## config.mk

```make
export PLATFORM = sky130hd
export DESIGN_NAME = divmmc_spi
export DESIGN_NICKNAME = d
export VERILOG_FILES = /design/src/verilog/divmmc_spi.sv
export SDC_FILE = /design/constraint.sdc
export NUM_CORES = 1
export LEC_CHECK = 0
export ABC_CLOCK_PERIOD_IN_PS = 1700
export BUFFER_PORTS_ARGS = -buffer_cell sky130_fd_sc_hd__buf_2
export CORE_MARGIN = 4
export CORE_UTILIZATION = 25
export DETAILED_ROUTE_END_ITERATION = 6
export PLACE_DENSITY = 0.55
export RECOVER_POWER = 50
export SLEW_MARGIN = 20
export SYNTH_ARGS = -nofsm -noshare
export SYNTH_HDL_FRONTEND = slang
export SYNTH_SLANG_ARGS = --single-unit
```

## constraint.sdc

```tcl
create_clock -name clk -period 1.7 [get_ports clk]
set_input_delay 0.255 -clock clk [delete_from_list [all_inputs] [get_ports clk]]
set_output_delay 0.255 -clock clk [all_outputs]
set_load 0.1 [all_outputs]
```

## src/verilog/divmmc_spi.sv

```systemverilog
// SPI mode-0 byte master for the SD card, started by port B write or read strobes
`timescale 1ns/1ps

module divmmc_spi #(
	parameter int unsigned SPI_DIV_LOG2 = 0
) (
	input  logic       clk,
	input  logic       reset_n,
	input  logic       tx_strobe,
	input  logic       rx_strobe,
	input  logic [7:0] din,
	input  logic       sd_miso,
	output logic [7:0] dout,
	output logic       sd_sck,
	output logic       sd_mosi
);

	localparam int unsigned DIV_W = (SPI_DIV_LOG2 > 0) ? SPI_DIV_LOG2 : 1;
	localparam logic [DIV_W-1:0] DIV_LAST = DIV_W'((1 << SPI_DIV_LOG2) - 1);

	logic             busy;
	logic [DIV_W-1:0] div_cnt;
	// half period index, odd means SCK high
	logic [3:0]       phase;
	logic [7:0]       shift;
	logic             miso_bit;
	logic             half_end;

	assign half_end = busy && (div_cnt == DIV_LAST);
	assign sd_sck   = phase[0];
	assign sd_mosi  = busy && shift[7];

	// divider and half period counter
	always_ff @(posedge clk or negedge reset_n) begin
		if (!reset_n) begin
			busy    <= 1'b0;
			div_cnt <= '0;
			phase   <= '0;
		end else if (!busy) begin
			div_cnt <= '0;
			phase   <= '0;
			if (tx_strobe || rx_strobe)
				busy <= 1'b1;
		end else if (half_end) begin
			div_cnt <= '0;
			phase   <= phase + 4'd1;
			if (phase == 4'd15)
				busy <= 1'b0;
		end else begin
			div_cnt <= div_cnt + 1'b1;
		end
	end

	// sample MISO on SCK rising, shift on SCK falling
	always_ff @(posedge clk) begin
		if (!busy) begin
			if (tx_strobe)
				shift <= din;
			else if (rx_strobe)
				shift <= 8'hFF;
		end else if (half_end) begin
			if (!phase[0])
				miso_bit <= sd_miso;
			else
				shift <= {shift[6:0], miso_bit};
			if (phase == 4'd15)
				dout <= {shift[6:0], miso_bit};
		end
	end

	// a strobe arriving mid-transfer is dropped
	assert property (@(posedge clk) disable iff (!reset_n) busy |-> !(tx_strobe || rx_strobe))
		else $warning("spi: strobe ignored during a transfer");

endmodule

```

==> results.md <==
- Initial Util: 26.9%
- Drt first-iter violations: 20
- Cell taking the most area after synthesis: edfxtp_1
- Yosys Warn Count: 0
- Power Dens Cells: ~1500 mW/mm^2
- Crit path time final: roughly 1.5 ns
- Final worst-path cycle share: about 90%
- Clock sinks: 23
- Critical Path AT: 1.23 ns
- Clock Pin Slew Worst Setup and Hold Paths: 0.08 ns
- Class of the worst hold path: in -> reg
- Fill cells: roughly 360
- Worst ir drop on vdd: between 0.3 and 0.4 mV
- Min-delay src: sd_miso
- Root Buffer: clkbuf_8
- Slew Viols, Final: 0
- Fmax: roughly 670 MHz
- Num CTS Buffers: 3
- H-tree level count: 1
- Worst skew pair latency: approximately 0.26 ns
- Clock Tree Buf Depth: 2
- Placement Setup Slack: around 0.44 ns
- RSZ-0062 raised after global routing: false
- Vias: approximately 560
- Detailed placement HPWL: roughly 1300 um
- Setup total negative slack: 0 ns
- TritonCTS clock tree: yes
- Largest cells by area after synthesis: edfxtp_1 55%, dfrtp_1 16%, a21oi_1 4.9%, nor2_1 4.5%, inv_1 2.8%
- Final hold vios: 0
- Static leakage: roughly 0.48 nW
- Per-cell routed wire length: 11.5 um
- ANT cells: 0
- Total track usage: under 10%
- Share of layout cells above drive strength 1: between 20% and 30%
- Die ar.: 0.00474 mm^2
- Cell variety after synth: 19
- EDFF count, synth: 17
- Most common cell in the netlist: edfxtp_1
- Critical Path End Type: output port
- Final setup fails: 0
- Asr flop ratio synth: 26.1%
- Vias in the first global route: between 500 and 600
- Status: finished, final reports clean
- Die width: 68.8 um
- Initial antenna violation count: 0
- Reg-to-Reg End: shift[1]$_DFFE_PP_
- # port buffers: 22
- FF-to-FF setup slack: ~0.35 ns
- Max-cap violations: 0
- Post-CTS Resized: 0
- Synth cell count leaders: 17 x edfxtp_1, 11 x nor2_1, 9 x a21oi_1
- Worst-path fanout max: 12
- Hold Path Sink: miso_bit$_DFFE_PP_
- Nets@finish: about 110
- Synth Register Bits: 23
- Mapped Cells: a little over 70
- Final clock skew: approximately 0.005 ns
- RePlAce Congestion: about 0.8
- Die height: roughly 69 um
- I/O pin count: 23
- Largest net degree at the start of global routing: 13
- Core ar.: 0.00344 mm^2
- First-pass DRT Iterations: 4
- Area share of the leading cell type in the synthesized netlist: between 50% and 60%
- CP Launch Type: flop
- RR Startpoint: busy$_DFF_PN0_
- Grt ovf: 0
- Register area share after synthesis: between 70% and 80%
- Average cell area after synthesis: 13.0 um^2
- Num rows: 21
- Drt total wl: 1660 um
- Hold depth: 1
- Mapped Area: just over 900 um^2
- First-pass GRT wire length: 2500 um
- Hold buffer count at CTS: 1
- Worst path required time: between 1 and 1.5 ns
- P&R area growth vs syn: 26.1%
- Post-route antenna net violation count: 0
- Post-Syn Nets: 85
- DRC viols: 0
- R2R cell count: 3
- Postcts setup bufs: 0
- Setup ws final: ~0.21 ns
- Via-to-Cell Ratio: 3.88
- Critical path type: reg -> out
- Synth Flop Type: edfxtp_1
worst max-delay path, cell delays in order, from the launching register on:
cell,delay [ns]
dfrtp_1,0.54
and2_1,0.24
buf_12,0.18
cell families after synthesis:
logic type / Yosys count / synth area share, %
and+or+nand+nor: 25 / 15.0
DFF: 23 / 71.4
AOI/OAI and AO/OA: 9 / 4.87
buffers and inverters: 9 / 3.92
xor gates and xnor gates: 2 / 1.89
adders and majority gates: 1 / 1.35
other: 1 / 0.406
muxes: 1 / 1.08
per-stage QoR:
| stage | total power, W | util (%) | cell area, um^2 | std cells | hold WS, ns |
|---|---|---|---|---|---|
| CTS | 0.00173 | 34.2 | 1180 | 145 | 0.166 |
| global route | 0.00180 | 33.9 | 1170 | 145 | 0.154 |
| detailed placement | 0.00140 | 32.6 | 1120 | 140 | 0.0814 |
| floorplan | 0.00125 | - | 928 | 71 | -0.0406 |
| global placement | 0.00140 | 32.6 | 1120 | 140 | 0.0787 |
| finish | 0.00170 | 33.9 | 1170 | 145 | 0.169 |
worst max-delay path by stage:
stage,startpoint,end,cells after the start
2_1_floorplan,phase[0]$_DFFE_PN0P_,dout[0]$_DFFE_PP_,3
3_3_place_gp,busy$_DFF_PN0_,shift[4]$_DFFE_PP_,3
3_5_place_dp,busy$_DFF_PN0_,shift[7]$_DFFE_PP_,3
4_1_cts,busy$_DFF_PN0_,sd_mosi,2
5_1_grt,busy$_DFF_PN0_,sd_mosi,2
6_report,busy$_DFF_PN0_,sd_mosi,2
state kept, by name, summed over array words and instances, names as in the netlist:
signal,flops
div_cnt,1
dout,8
busy,1
phase,4
miso_bit,1
shift,8
cells in the final DEF (no fill, tap or decap):
master	instances
edfxtp_1	17
dfrtp_1	5
nor2_1	11
buf_12	1
nand4b_1	1
clkbuf_8	3
nand2b_2	1
ha_1	1
clkbuf_1	3
inv_1	7
nor2b_1	2
and3_1	1
nor3_1	1
buf_4	2
a21oi_1	9
xnor2_1	2
dfrtp_4	1
dlygate4sd3_1	1
buf_2	20
and2_0	2
conb_1	1
nand2b_1	4
nand3_1	1
mux2i_1	1
and2_1	1
report_power, final:
part	internal [W]	total, W	switching (W)
Combinational	0.000175	0.000526	0.000351
Sequential	0.000772	0.000851	0.0000792
Clock	0.000167	0.000323	0.000156
final cells by class:
type	count	area (um^2)	share of cell area [%]
flip-flops and latches	23	664	57.0
well taps	46	57.6	4.94
inverters	7	26.3	2.25
clock buffers	4	45.0	3.86
repair buffers	26	153	13.1
multi-input cells	39	220	18.9
layer usage:
layer  global-route usage (%)  part of all wire, %
met5                        0                    0
met3                     1.62                  7.1
met1                     8.80                   44
met4                     6.57                  3.5
met2                     12.2                   45
(Power assumes the default switching activity.)
