**src/verilog/divmmc_mem_pkg.sv**
```systemverilog
// control register and memory select types shared by the DivMMC automapper, memory map and top
package divmmc_mem_pkg;

	// RAM page that MAPRAM puts in place of the ROM
	localparam logic [3:0] mapram_page = 4'd3;

	// control byte written through port 3
	typedef struct packed {
		logic       conmem;
		logic       mapram;
		logic [1:0] reserved;
		logic [3:0] sram_page;
	} ctrl_reg_t;

	// ROM/RAM select for the current CPU address
	typedef struct packed {
		logic       rom_cs;
		logic       ram_cs;
		logic [3:0] ram_page;
		logic       write_protect;
	} mem_sel_t;

endpackage

```
**src/verilog/divmmc_mem_map.sv**
```systemverilog
// combinational DivMMC memory map from CPU address, paging state and control register
`timescale 1ns/1ps

module divmmc_mem_map
	import divmmc_mem_pkg::*;
(
	input  logic [2:0] a_hi,
	input  logic       paged_in,
	input  ctrl_reg_t  ctrl,
	output mem_sel_t   sel
);

	logic active;

	assign active = ctrl.conmem || paged_in;

	always_comb begin
		sel.rom_cs        = 1'b0;
		sel.ram_cs        = 1'b0;
		sel.ram_page      = '0;
		sel.write_protect = 1'b0;

		if (active) begin
			case (a_hi)
				// 0000-1FFF
				3'd0: begin
					if (ctrl.conmem) begin
						sel.rom_cs = 1'b1;
					end else if (ctrl.mapram) begin
						sel.ram_cs        = 1'b1;
						sel.ram_page      = mapram_page;
						sel.write_protect = 1'b1;
					end else begin
						sel.rom_cs        = 1'b1;
						sel.write_protect = 1'b1;
					end
				end
				// 2000-3FFF, banked RAM
				3'd1: begin
					sel.ram_cs        = 1'b1;
					sel.ram_page      = ctrl.sram_page;
					sel.write_protect = ctrl.mapram && !ctrl.conmem &&
						(ctrl.sram_page == mapram_page);
				end
				default: ;
			endcase
		end
	end

endmodule

```
**config.mk**
```make
export PLATFORM = sky130hd
export DESIGN_NAME = divmmc_mem_map
export DESIGN_NICKNAME = d
export VERILOG_FILES = /design/src/verilog/divmmc_mem_pkg.sv /design/src/verilog/divmmc_mem_map.sv
export SDC_FILE = /design/constraint.sdc
export NUM_CORES = 1
export LEC_CHECK = 0
export BUFFER_PORTS_ARGS = -buffer_cell sky130_fd_sc_hd__buf_2
export CELL_PAD_IN_SITES_DETAIL_PLACEMENT = 1
export CELL_PAD_IN_SITES_GLOBAL_PLACEMENT = 1
export CORE_AREA = 2 2 39 41
export DETAILED_ROUTE_END_ITERATION = 10
export DIE_AREA = 0 0 41 43
export PLACE_DENSITY = 0.58
export SKIP_LAST_GASP = 1
export SLEW_MARGIN = 20
export SYNTH_ARGS = -nofsm -noshare
export SYNTH_HDL_FRONTEND = slang
export SYNTH_SLANG_ARGS = --single-unit
export TNS_END_PERCENT = 1
```
**constraint.sdc**
```tcl
create_clock -name vclk -period 1.7
set_input_delay 0.255 -clock vclk [all_inputs]
set_output_delay 0.255 -clock vclk [all_outputs]
set_load 0.1 [all_outputs]
```
==> impl_metrics.json, run 1 <==
{
  "status": "completed",
  "io_pins": 19,
  "die_w_um": 41,
  "slew_headroom_pct": 71.3,
  "vias_per_cell": 4.00,
  "cp.required_ns": 1.44,
  "fmax_mhz": 706,
  "initial_core_util_pct": 8.14,
  "vias": 208,
  "worstPathMaxFanout": 4,
  "layout_commonest_cell": "buf_2",
  "max-vdd-ir-drop_mv": 0.0777,
  "power_density_mw_per_mm2": 272,
  "min_path_type": "input pin to output pin",
  "coreArea_mm2": 0.00138,
  "grt_remaining_overflow": 0,
  "final_cell_mix": "buf_2 (10), buf_12 (7), nor2_1 (3), nand2_1 (3)",
  "seq_area_um2": 0,
  "synth_compound_area_share_pct": 26.7,
  "wire_per_inst_um": 8.23,
  "first_pass_iters": 2,
  "grt_setup_unrepaired": "false",
  "dp.cells": 52,
  "grt_antenna_before_repair": 0,
  "final_net_count": 50,
  "syn_nets": 32,
  "postCtsSetupRepairBufs": 0,
  "ys_seq_area_share_pct": 0,
  "insertedDiodeCount": 0,
  "post_cts_resize_count": 0,
  "finalWorstSetupSlack_ns": 0.283,
  "slew_viol_final": 0,
  "postLayoutCoreUtil_pct": 24.3,
  "yosys-top-cells-area": "nor2_1 (13%), and3_1 (11%), and4bb_1 (11%)",
  "synth_top_area_share_pct": 13.3,
  "hold_viol": 0,
  "area_growth_pct": 199,
  "std_cell_rows": 14,
  "syn_area_per_cell_um2": 5.63,
  "wl_um": 428,
  "synth_cell_types": 13,
  "whs_ns": 0.917,
  "p_leak_uw": 0.000142,
  "drv_cap": 0,
  "synth_simple_gate_area_share_pct": 68.9,
  "seq_cells": 0,
  "grt_max_degree": 10,
  "fin_crit_ns": 1.42,
  "synthAdderAreaFrac_pct": 0,
  "die_area_mm2": 0.00176,
  "synth_top_family_by_area": "simple AND/OR/NAND/NOR gates",
  "worstHoldEndpoint": "sel[6]",
  "path_class": "input pin to output pin",
  "clock_buffers": 0,
  "setup_tns_ns": 0,
  "worstSetupEndpointType": "output pin",
  "first_global_vias": 204,
  "hp-start": "a_hi[0]",
  "die_h_um": 43,
  "synth_area_um2": 113,
  "syn_inst": 20,
  "cts_hold_buffers": 0,
  "dp_slack_ns": 0.256,
  "worst_pin_slew_ns": 0.428,
  "startpoint": "a_hi[1]",
  "yosysTopAreaCell": "nor2_1",
  "grt_pass1_wl_um": 745,
  "crit_path_start_kind": "input pin",
  "layout_worst_path_cycle_share_pct": 83.3,
  "ys_warn_count": 0,
  "gp_congestion": 0.629,
  "setup_viol": 0,
  "track_usage_pct": 5.49,
  "portBuffers": 17,
  "muxShareOfSynthArea_pct": 0,
  "drc": 0,
  "first_iter_violations": 1,
  "drtAntennaViolNets": 0,
  "hold_depth": 3,
  "worstPathArrival_ns": 1.16,
  "drive_gt1_share_pct": 63.9,
  "stdcell_count": 52,
  "synth_xor_area_share_pct": 0
}
-- critical path, stage by stage --
cell	delay, ns
buf_2	0.10
nor2_1	0.14
o21ai_1	0.19
nor3_2	0.27
buf_12	0.21
-- per-stage QoR --
step | area [um2] | power, uW
detailed placement | 337 | 92.9
finish | 337 | 91.7
global placement | 337 | 92.1
global route | 337 | 98.0
floorplan | 131 | 55.1
CTS | 337 | 92.9
-- synth_stat cells --
master and number:
nor2_1 4, and4bb_1 1, nor2b_2 1, nor3_1 1, nand4_1 1, o21a_1 1
a21oi_1 2, buf_2 1, a21boi_1 1, nand2_1 3, nand2b_1 1, and3_1 2
o21ai_1 1
-- cell type report --
| type | count | area (um2) |
|---|---|---|
| fill | 172 | 1050 |
| timing repair buffer | 17 | 190 |
| multi-input combinational | 19 | 126 |
| tap | 16 | 20.0 |
-- logic make-up after synthesis --
logic type | after synthesis
AO/OA/AOI/OAI | 5
buffers and inverters | 1
AND/OR/NAND/NOR | 14
-- per-layer routing --
layer  share of wire (%)  track usage [%]
met3                  11             1.05
met4                   0                0
met2                  51             9.38
met5                   0                0
met1                  38             7.28
-- where the power goes --
part           leakage (uW)  switching, uW  internal, uW  total [uW]
clock network             0              0             0           0
registers                 0              0             0           0
logic              0.000142           57.3          34.4        91.7
total              0.000142           57.3          34.4        91.7
-- worst max path at each step --
stage                   to  slack [ns]  depth (start not counted)
detailed placement  sel[6]        0.26                          5
floorplan           sel[6]       -0.34                          3
global placement    sel[6]        0.27                          5
CTS                 sel[6]        0.26                          5
global route        sel[6]        0.21                          5
finish              sel[6]        0.28                          5
(Power assumes the default switching activity.)
==> run 2: changes to the inputs <==
- PLACE_DENSITY: 0.58 -> 0.6
- clock period: 1.7 -> 1.2 ns (I/O delays scaled with it)
==> run 2 against run 1 <==
Effect of this change:
- the flow now finishes with violations (negative setup slack)
- global-route usage increased by 0.70 points
- non-clock buffer count increased by 2
- via count increased by 2.9%
- critical endpoint is now sel[0]
- largest cell class unchanged
- highest routed layer unchanged
==> impl_metrics.json, run 2 (synthesis results as in run 1) <==
{
  "status": "finished, violations left",
  "violations": "negative setup slack",
  "cts_hold_buffers": 0,
  "die_w_um": 41,
  "io_pins": 19,
  "portBuffers": 17,
  "die_area_mm2": 0.00176,
  "final_cell_mix": "buf_2 (10), buf_12 (7), nand2_1 (3)",
  "worstSetupEndpointType": "output pin",
  "wire_per_inst_um": 8.93,
  "gp_congestion": 0.726,
  "hold_viol": 0,
  "insertedDiodeCount": 0,
  "min_path_type": "input pin to output pin",
  "fmax_mhz": 799,
  "worstPathArrival_ns": 1.07,
  "track_usage_pct": 6.19,
  "slew_headroom_pct": 79.0,
  "first_iter_violations": 1,
  "drv_cap": 0,
  "slew_viol_final": 0,
  "grt_antenna_before_repair": 0,
  "hpwl_um": 455,
  "std_cell_rows": 14,
  "clock_buffers": 0,
  "stdcell_count": 54,
  "seq_area_um2": 0,
  "area_growth_pct": 259,
  "crit_path_start_kind": "input pin",
  "drive_gt1_share_pct": 71.1,
  "cp.required_ns": 1.02,
  "layout_worst_path_cycle_share_pct": 104,
  "power_density_mw_per_mm2": 382,
  "postLayoutCoreUtil_pct": 29.2,
  "finalWorstSetupSlack_ns": -0.0509,
  "placed_area_um2": 404,
  "path_class": "input pin to output pin",
  "grt_max_degree": 10,
  "worst_pin_slew_ns": 0.313,
  "final_net_count": 52,
  "setup_tns_ns": -0.0509,
  "wl_um": 482,
  "p_leak_uw": 0.000162,
  "drc": 0,
  "drtAntennaViolNets": 0,
  "grt_setup_unrepaired": "true",
  "worstPathMaxFanout": 2,
  "die_h_um": 43,
  "coreArea_mm2": 0.00138,
  "postCtsSetupRepairBufs": 0,
  "max-vdd-ir-drop_mv": 0.101,
  "fillerInstances": 167,
  "fin_crit_ns": 1.25,
  "first_global_vias": 203,
  "hold_depth": 3,
  "vias": 214,
  "setup_viol": 1,
  "stdcell_area_um2": 404,
  "grt_pass1_wl_um": 841,
  "first_pass_iters": 4,
  "seq_cells": 0,
  "grt_remaining_overflow": 0,
  "vias_per_cell": 3.96,
  "layout_commonest_cell": "buf_2",
  "initial_core_util_pct": 8.14,
  "dp.cells": 54
}
[run 2: cell count changes in the layout (fill, tap and decap cells not counted)]
| cell | before | now |
|---|---|---|
| o21ai_4 | 0 | 1 |
| a21boi_4 | 0 | 1 |
| o21ai_1 | 1 | 0 |
| a21oi_4 | 0 | 2 |
| nor2_4 | 0 | 2 |
| nor2_1 | 3 | 2 |
| buf_4 | 0 | 2 |
| a21boi_2 | 1 | 0 |
| nor3_2 | 1 | 0 |
| nor2_2 | 1 | 0 |
| a21oi_2 | 2 | 0 |
| nor3_4 | 0 | 1 |
[run 2: worst paths after layout]
kind	from	endpoint
worst min-delay path	a_hi[0]	sel[6]
worst max-delay path	ctrl[2]	sel[0]
[run 2: area by class of cell]
cell class	count	area [um2]	share of cell area [%]
Multi-Input combinational cell	19	179	44.3
Tap cell	16	20.0	4.95
Timing Repair Buffer	19	205	50.8
[run 2: worst max-delay path, stage by stage]
cell and delay [ns]:
buf_2 0.10, and4bb_1 0.26, nand4_1 0.16, a21boi_4 0.19, buf_12 0.19
[run 2: through the flow]
stage / hold slack (ns) / setup slack, ns / total power (uW)
after floorplan: 0.608 / -0.220 / 92.6
after global placement: 0.763 / -0.0394 / 154
after detailed placement: 0.773 / -0.0622 / 156
after CTS: 0.775 / -0.0623 / 156
after global routing: 0.799 / -0.116 / 162
final: 0.771 / -0.0509 / 154
[run 2: timing repair]
item,4_1_cts,5_1_grt
hold endpoints to repair,0,0
setup endpoints to repair,1,5
resized for setup,0,0
[run 2: metal layers]
| layer | global-route usage (%) | wire length (um) | vias up |
|---|---|---|---|
| met5 | 0 | 0 | - |
| met4 | 0 | 0 | 0 |
| met3 | 0.524 | 40 | 0 |
| met2 | 10.0 | 249 | 9 |
| met1 | 9.18 | 192 | 96 |
| li1 | - | - | 109 |
[run 2: report_power, final]
group          total [uW]  switching, uW  internal, uW
registers               0              0             0
logic                 154           95.2          59.1
clock network           0              0             0
