File: config.mk
export PLATFORM = sky130hd
export DESIGN_NAME = divmmc_automap
export DESIGN_NICKNAME = d
export VERILOG_FILES = /design/src/verilog/divmmc_mem_pkg.sv /design/src/verilog/divmmc_bus_pkg.sv /design/src/verilog/divmmc_automap.sv
export SDC_FILE = /design/constraint.sdc
export NUM_CORES = 1
export LEC_CHECK = 0
export BUFFER_PORTS_ARGS = -buffer_cell sky130_fd_sc_hd__buf_2
export CORE_AREA = 5 5 42 44
export CTS_BUF_LIST = sky130_fd_sc_hd__clkbuf_16
export DETAILED_ROUTE_END_ITERATION = 10
export DIE_AREA = 0 0 47 49
export SLEW_MARGIN = 20
export SYNTH_ARGS = -nofsm -noshare
export SYNTH_HDL_FRONTEND = slang
export SYNTH_SLANG_ARGS = --single-unit
export TNS_END_PERCENT = 50
File: constraint.sdc
create_clock -name clk -period 2.11 [get_ports clk]
set_input_delay 0.3165 -clock clk [delete_from_list [all_inputs] [get_ports clk]]
set_output_delay 0.3165 -clock clk [all_outputs]
set_load 0.02 [all_outputs]
File: src/verilog/divmmc_mem_pkg.sv
// control register and memory select types shared by the DivMMC automapper, memory map and top
package divmmc_mem_pkg;

	// RAM page that MAPRAM puts in place of the ROM
	localparam logic [3:0] mapram_page = 4'd3;

	// control byte written through port 3
	typedef struct packed {
		logic       conmem;
		logic       mapram;
		logic [1:0] reserved;
		logic [3:0] sram_page;
	} ctrl_reg_t;

	// ROM/RAM select for the current CPU address
	typedef struct packed {
		logic       rom_cs;
		logic       ram_cs;
		logic [3:0] ram_page;
		logic       write_protect;
	} mem_sel_t;

endpackage

File: src/verilog/divmmc_bus_pkg.sv
// CPU bus types and I/O port numbers for the DivMMC decoder, automapper and top level
package divmmc_bus_pkg;

	// low address nibble of each I/O port
	localparam logic [3:0] port_ctrl = 4'h3;
	localparam logic [3:0] port_cs   = 4'h7;
	localparam logic [3:0] port_spi  = 4'hB;

	// what an M1 opcode fetch means to the automapper
	typedef enum logic [1:0] {
		fetch_none,
		fetch_entry_delayed,
		fetch_entry_immediate,
		fetch_exit_delayed
	} fetch_class_t;

	// one decoded bus cycle
	typedef struct packed {
		logic         ctrl_wr;
		logic         cs_wr;
		logic         spi_tx;
		logic         spi_rx;
		fetch_class_t fetch;
	} bus_cmd_t;

endpackage
File: src/verilog/divmmc_automap.sv
// DivMMC control register, SD card select and M1-fetch automapper state
`timescale 1ns/1ps

module divmmc_automap
	import divmmc_bus_pkg::*, divmmc_mem_pkg::*;
(
	input  logic       clk,
	input  logic       reset_n,
	input  bus_cmd_t   cmd,
	input  logic [7:0] din,
	input  logic       m1_n,
	output ctrl_reg_t  ctrl,
	output logic       sd_cs,
	output logic       paged_in
);

	// armed by an entry fetch, cleared by an exit fetch
	logic m1_trigger;

	// port 3 and port 7 writes
	always_ff @(posedge clk or negedge reset_n) begin
		if (!reset_n) begin
			ctrl  <= '0;
			sd_cs <= 1'b1;
		end else begin
			if (cmd.ctrl_wr)
				ctrl <= ctrl_reg_t'(din);
			if (cmd.cs_wr)
				sd_cs <= din[0];
		end
	end

	always_ff @(posedge clk or negedge reset_n) begin
		if (!reset_n) begin
			m1_trigger <= 1'b0;
			paged_in   <= 1'b0;
		end else begin
			case (cmd.fetch)
				fetch_entry_delayed:   m1_trigger <= 1'b1;
				fetch_entry_immediate: m1_trigger <= 1'b1;
				fetch_exit_delayed:    m1_trigger <= 1'b0;
				default: ;
			endcase

			// delayed changes land once the fetch cycle is over
			if (cmd.fetch == fetch_entry_immediate)
				paged_in <= 1'b1;
			else if (m1_n)
				paged_in <= m1_trigger;
		end
	end

	// paged_in rises only on a 3Dxx fetch or at an m1_n-high edge
	property p_paged_in_rise;
		@(posedge clk) disable iff (!reset_n)
		$rose(paged_in) |->
			$past(cmd.fetch == fetch_entry_immediate) || $past(m1_n);
	endproperty

	assert property (p_paged_in_rise)
		else $error("automap: paged_in rose without an entry fetch");

endmodule

==> flow_metrics.tcl, run 1 <==
set metrics [dict create \
    run_status "completed" \
    sequentialPowerShare 0.360 \
    routedWlPerCell_um 12.4 \
    tightestPinTransition_ns 0.262 \
    path_clk_slew_ns 0.04 \
    holdPathStages 2 \
    rrSetupSlack_ns 1.36 \
    io-pin-count 27 \
    regToRegStartpoint "ctrl[0]" \
    drt-total-wl_um 870 \
    vias_per_cell 4.40 \
    endpoint_kind "output pin" \
    hp-start "cmd[0]" \
    hp-class "in2reg" \
    root_buffer "clkbuf_16" \
    antenna_found_initial 0 \
    placed_area_um2 577 \
    slew_violations 0 \
    synth_cells 26 \
    crit_path_cell_trace "buf_2" \
    grt_overflow_total 0 \
    syn-num-nets 43 \
    die_w_um 47 \
    core-area_um2 1400 \
    ys_seq_area_frac 0.617 \
    use_met2 0.131 \
    grt_pass1_wl_um 1470 \
    fmax_mhz 819 \
    drt_iter0_markers 1 \
    synth_area_leaders "dfrtp_1 56%, mux2_4 27%, dfstp_2 5.9%" \
    switching_power_uw 146 \
    drc 0 \
    clockBufferDepth 2 \
    fin_skew_ns 0.0000937 \
    top_usage_layer "met2" \
    switching_share 0.216 \
    cts_tree "built" \
    cp_slowest_cell "dfstp_2" \
    grt_start_max_net_pins 12 \
    start_util 0.320 \
    rsz0062_at_grt "no" \
    p_comb_frac 0.146 \
    syn_area_um2 448 \
    cts_sinks 11 \
    cp.arrival_ns 0.91 \
    io_buffers 24 \
    grt_pass1_vias 335 \
    hold_violations 0 \
    critical_path_required_ns 1.79 \
    seqCellArea_um2 277 \
    row_count 14 \
    insertedDiodeCount 0 \
    ys.warnings.count 0 \
    crit_family "flip-flops" \
    cts_buffers 3 \
    synth_cell_type_count 10 \
    drive_gt1_frac 0.685 \
    die_h_um 49 \
    ir_worst_vdd_uv 526 \
    place_congestion 0.649 \
    netlist.area_leader.share 0.559 \
    cap_violations 0 \
    finalCritPeriodShare 0.579 \
    reg2regPathDepth 1 \
    critPathMaxFanout 2 \
    synth_area_leader_cell "dfrtp_1" \
    grt_use_met1 0.113 \
    multi_input_area_um2 156 \
    setup_violations 0 \
    ant_nets 0 \
    place_hpwl_um 650 \
    cp_num_buf_inv 1 \
    area_delta_synth_final_pct 48.6 \
    powerDensity_nw_per_um2 1020 \
    nets 72 \
    drtPass1Iterations 2 \
    fill_cells 140 \
    globalRouteMet3Util 0.0443 \
    clk_latency_ns 0.23 \
    min_period_ns 1.22 \
    cpPeakStageDelay_ns 0.52 \
    grt_use_total 0.0936 \
    worstHoldEndpoint "m1_trigger" \
    die-area_um2 2300 \
    vias 308 \
    hold_ws_ns 0.300 \
    syn_area_per_cell_um2 17.2 \
    start_kind "register" \
    timing.rr.end "ctrl[0]" \
    path_class "reg2out" \
    htreeDepth 1 \
    p_leak_uw 0.000348 \
    final_cell_area_um2 666 \
    fin_tns_setup_ns 0 \
    p_int_uw 531 \
    clkPwrFrac 0.494 \
    relSlewSlack 0.826 \
    ys_seq_elements 11 \
    post-cts-setup-buffers 0 \
]
==> layer usage <==
metal | up-vias | part of all wire
li1 | 145 | -
met1 | 152 | 0.40
met2 | 11 | 0.52
met3 | 0 | 0.082
met4 | 0 | 0
met5 | - | 0
==> state kept, by name, summed over array words and instances (netlist names) <==
name	flops
ctrl	8
m1_trigger	1
paged_in	1
sd_cs	1
==> per-stage QoR <==
stage	cells	power, uW	utilization	setup slack [ns]
2_1_floorplan	26	306	-	1.23
3_3_place_gp	65	344	0.412	1.09
3_5_place_dp	65	346	0.412	1.09
4_1_cts	70	690	0.475	0.877
5_1_grt	70	712	0.475	0.870
6_report	70	678	0.475	0.888
==> cell usage after synthesis, drive strengths merged <==
library cell  number
dfrtp             10
mux2               9
a21oi              1
dfstp              1
buf                1
inv                1
mux2i              1
nor3               1
o21ai              1
==> power groups by stage <==
stage	sequential (uW)	combinational, uW	clock, uW
global placement	246	98.2	0
global route	247	108	358
floorplan	271	35.4	0
finish	244	98.8	335
detailed placement	247	99.3	0
CTS	244	101	344
==> worst max-delay path by stage <==
stage | slack [ns] | cells past startpoint | endpoint | from
after global routing | 0.87 | 1 | sd_cs | sd_cs
after global placement | 1.09 | 2 | ctrl[7] | cmd[5]
after detailed placement | 1.09 | 2 | ctrl[5] | cmd[5]
final | 0.89 | 1 | sd_cs | sd_cs
after CTS | 0.88 | 1 | sd_cs | sd_cs
after floorplan | 1.23 | 0 | sd_cs | sd_cs
==> final cells by class <==
class / count / area share
inverters: 1 / 0.00564
repair buffers: 25 / 0.195
multi-input cells: 13 / 0.235
clock buffers: 3 / 0.113
well taps: 16 / 0.0301
clock inverters: 1 / 0.00564
flip-flops and latches: 11 / 0.415
==> kinds of logic after synthesis <==
logic type / synth area share
flip-flops: 0.617
multiplexers: 0.316
AO/OA/AOI/OAI: 0.0223
buffers and inverters: 0.0335
AND/OR/NAND/NOR: 0.0112
==> cells in the final DEF, fill, tap and decap left out <==
cell type	n
mux2_2	1
o21ai_0	1
nor3_1	1
inv_1	2
buf_2	24
mux2_4	8
a21oi_1	1
clkbuf_16	3
dfstp_2	1
dlygate4sd3_1	1
dfrtp_1	10
mux2i_1	1
==> what timing repair did <==
item,in CTS,in global routing
hold endpoints to repair,10,0
setup endpoints to repair,0,0
resized for setup,0,0
hold buffers,1,0
Note: power is estimated with default switching activity, not from simulation.
==> run 2: changes to the inputs <==
- clock period: 2.11 -> 1.2 ns (I/O delays scaled with it)
==> run 2 against run 1 <==
Against the previous run: cell area did not move; setup slack got worse by 0.77 ns; combinational power is 76% higher; critical path depth is the same; via count shrank 0.97%; sequential share of layout area unchanged; sequential power up 75%; core utilization stayed put; clock-buffer cell count stayed put; clock power grew 72%; non-clock buffer count stayed put; clock skew grew 0.0015 ns.
==> flow_metrics.tcl, run 2 (synthesized netlist as in run 1, its figures left out) <==
set metrics [dict create \
    seqCellArea_um2 277 \
    place_ws_ns 0.313 \
    relSlewSlack 0.827 \
    multi_input_area_um2 156 \
    grt_use_met1 0.101 \
    drive_gt1_frac 0.685 \
    io-pin-count 27 \
    row_count 14 \
    die_w_um 47 \
    cts_buffers 3 \
    rrSetupSlack_ns 0.44 \
    place_hpwl_um 646 \
    run_status "completed" \
    drtPass1Iterations 3 \
    grt_pass1_wl_um 1390 \
    tightestPinTransition_ns 0.260 \
    top_usage_layer "met2" \
    io_buffers 24 \
    cp.depth 1 \
    crit_path_cell_trace "buf_2" \
    endpoint_kind "output pin" \
    min_period_ns 1.08 \
    use_met2 0.133 \
    path_class "reg2out" \
    slew_violations 0 \
    critPathLaunch "sd_cs" \
    root_buffer "clkbuf_16" \
    fill_cells 138 \
    clk_latency_ns 0.23 \
    start_kind "register" \
    fin_skew_ns 0.00156 \
    drc 0 \
    critPathMaxFanout 2 \
    reg2regPathDepth 1 \
    regMostFlops "ctrl" \
    timing.rr.end "ctrl[5]" \
    cts_sinks 11 \
    cpPeakStageDelay_ns 0.52 \
    post-cts-setup-buffers 0 \
    hold_violations 0 \
    antenna_found_initial 0 \
    die-area_um2 2300 \
    grt_use_total 0.0843 \
    crit_family "flip-flops" \
    final_cell_area_um2 666 \
    cp_slowest_cell "dfstp_2" \
    layout_common_cells "24 x buf_2, 10 x dfrtp_1, 8 x mux2_4" \
    drt_iter0_markers 5 \
    critical_path_required_ns 1.02 \
    cap_violations 0 \
    vias_per_cell 4.36 \
    vias 305 \
    cp.arrival_ns 0.90 \
    area_delta_synth_final_pct 48.6 \
    setup_violations 0 \
    start_util 0.320 \
    grt_start_max_net_pins 12 \
    place_congestion 0.650 \
    die_h_um 49 \
    cp_num_buf_inv 1 \
    p_leak_uw 0.000348 \
    rsz0062_at_grt "no" \
    fin_total_pwr_uw 1180 \
    core-area_um2 1400 \
    nets 72 \
    crit_path_end "sd_cs" \
    drt-total-wl_um 796 \
    holdPathStages 2 \
    cts_tree "built" \
    largest_reg_flops 8 \
    ant_nets 0 \
    powerDensity_nw_per_um2 1770 \
    placed_area_um2 577 \
    regToRegStartpoint "ctrl[5]" \
    clockBufferDepth 2 \
    hp-class "in2reg" \
    mostFrequentLayoutCell "buf_2" \
    ir_worst_vdd_uv 1190 \
    fmax_mhz 925 \
    globalRouteMet3Util 0.0332 \
    postCtsResizedCells 0 \
    fin_tns_setup_ns 0 \
    path_clk_slew_ns 0.04 \
    insertedDiodeCount 0 \
    finalCritPeriodShare 0.900 \
    grt_overflow_total 0 \
    grt_pass1_vias 336 \
    htreeDepth 1 \
    routedWlPerCell_um 11.4 \
    final.setup.worst_slack_ns 0.119 \
]
-- run 2: layer usage --
layer,up-vias,share of wire
met1,149,0.40
met4,0,0
met3,0,0.085
met5,-,0
met2,11,0.51
li1,145,-
-- run 2: repair_timing --
item	4_1_cts	5_1_grt
endpoints found under the hold margin	10	0
setup endpoints to repair	0	0
hold buffers	1	0
-- run 2: where the power goes --
part           internal, uW  switching [uW]
Sequential              411            17.4
Combinational          87.1            86.4
Clock                   435             142
-- run 2: how the worst min path moves through the flow --
stage                  from         end  slack (ns)
CTS                  cmd[0]  m1_trigger        0.15
floorplan           reset_n     ctrl[0]       -0.12
finish               cmd[1]  m1_trigger        0.15
detailed placement  reset_n     ctrl[3]        0.06
global placement    reset_n     ctrl[5]        0.06
global route         cmd[0]    paged_in        0.18
-- run 2: per-stage QoR --
step	hold slack [ns]	utilization	cells
after floorplan	-0.116	-	26
after global placement	0.0577	0.412	65
after detailed placement	0.0622	0.412	65
after CTS	0.153	0.475	70
after global routing	0.175	0.475	70
final	0.150	0.475	70
-- run 2: area by class of cell --
cell class	count	share of cell area
clock buffer	3	0.113
clock inverter	1	0.00564
tap	16	0.0301
timing repair buffer	25	0.195
sequential	11	0.415
multi-input combinational	13	0.235
inverter	1	0.00564
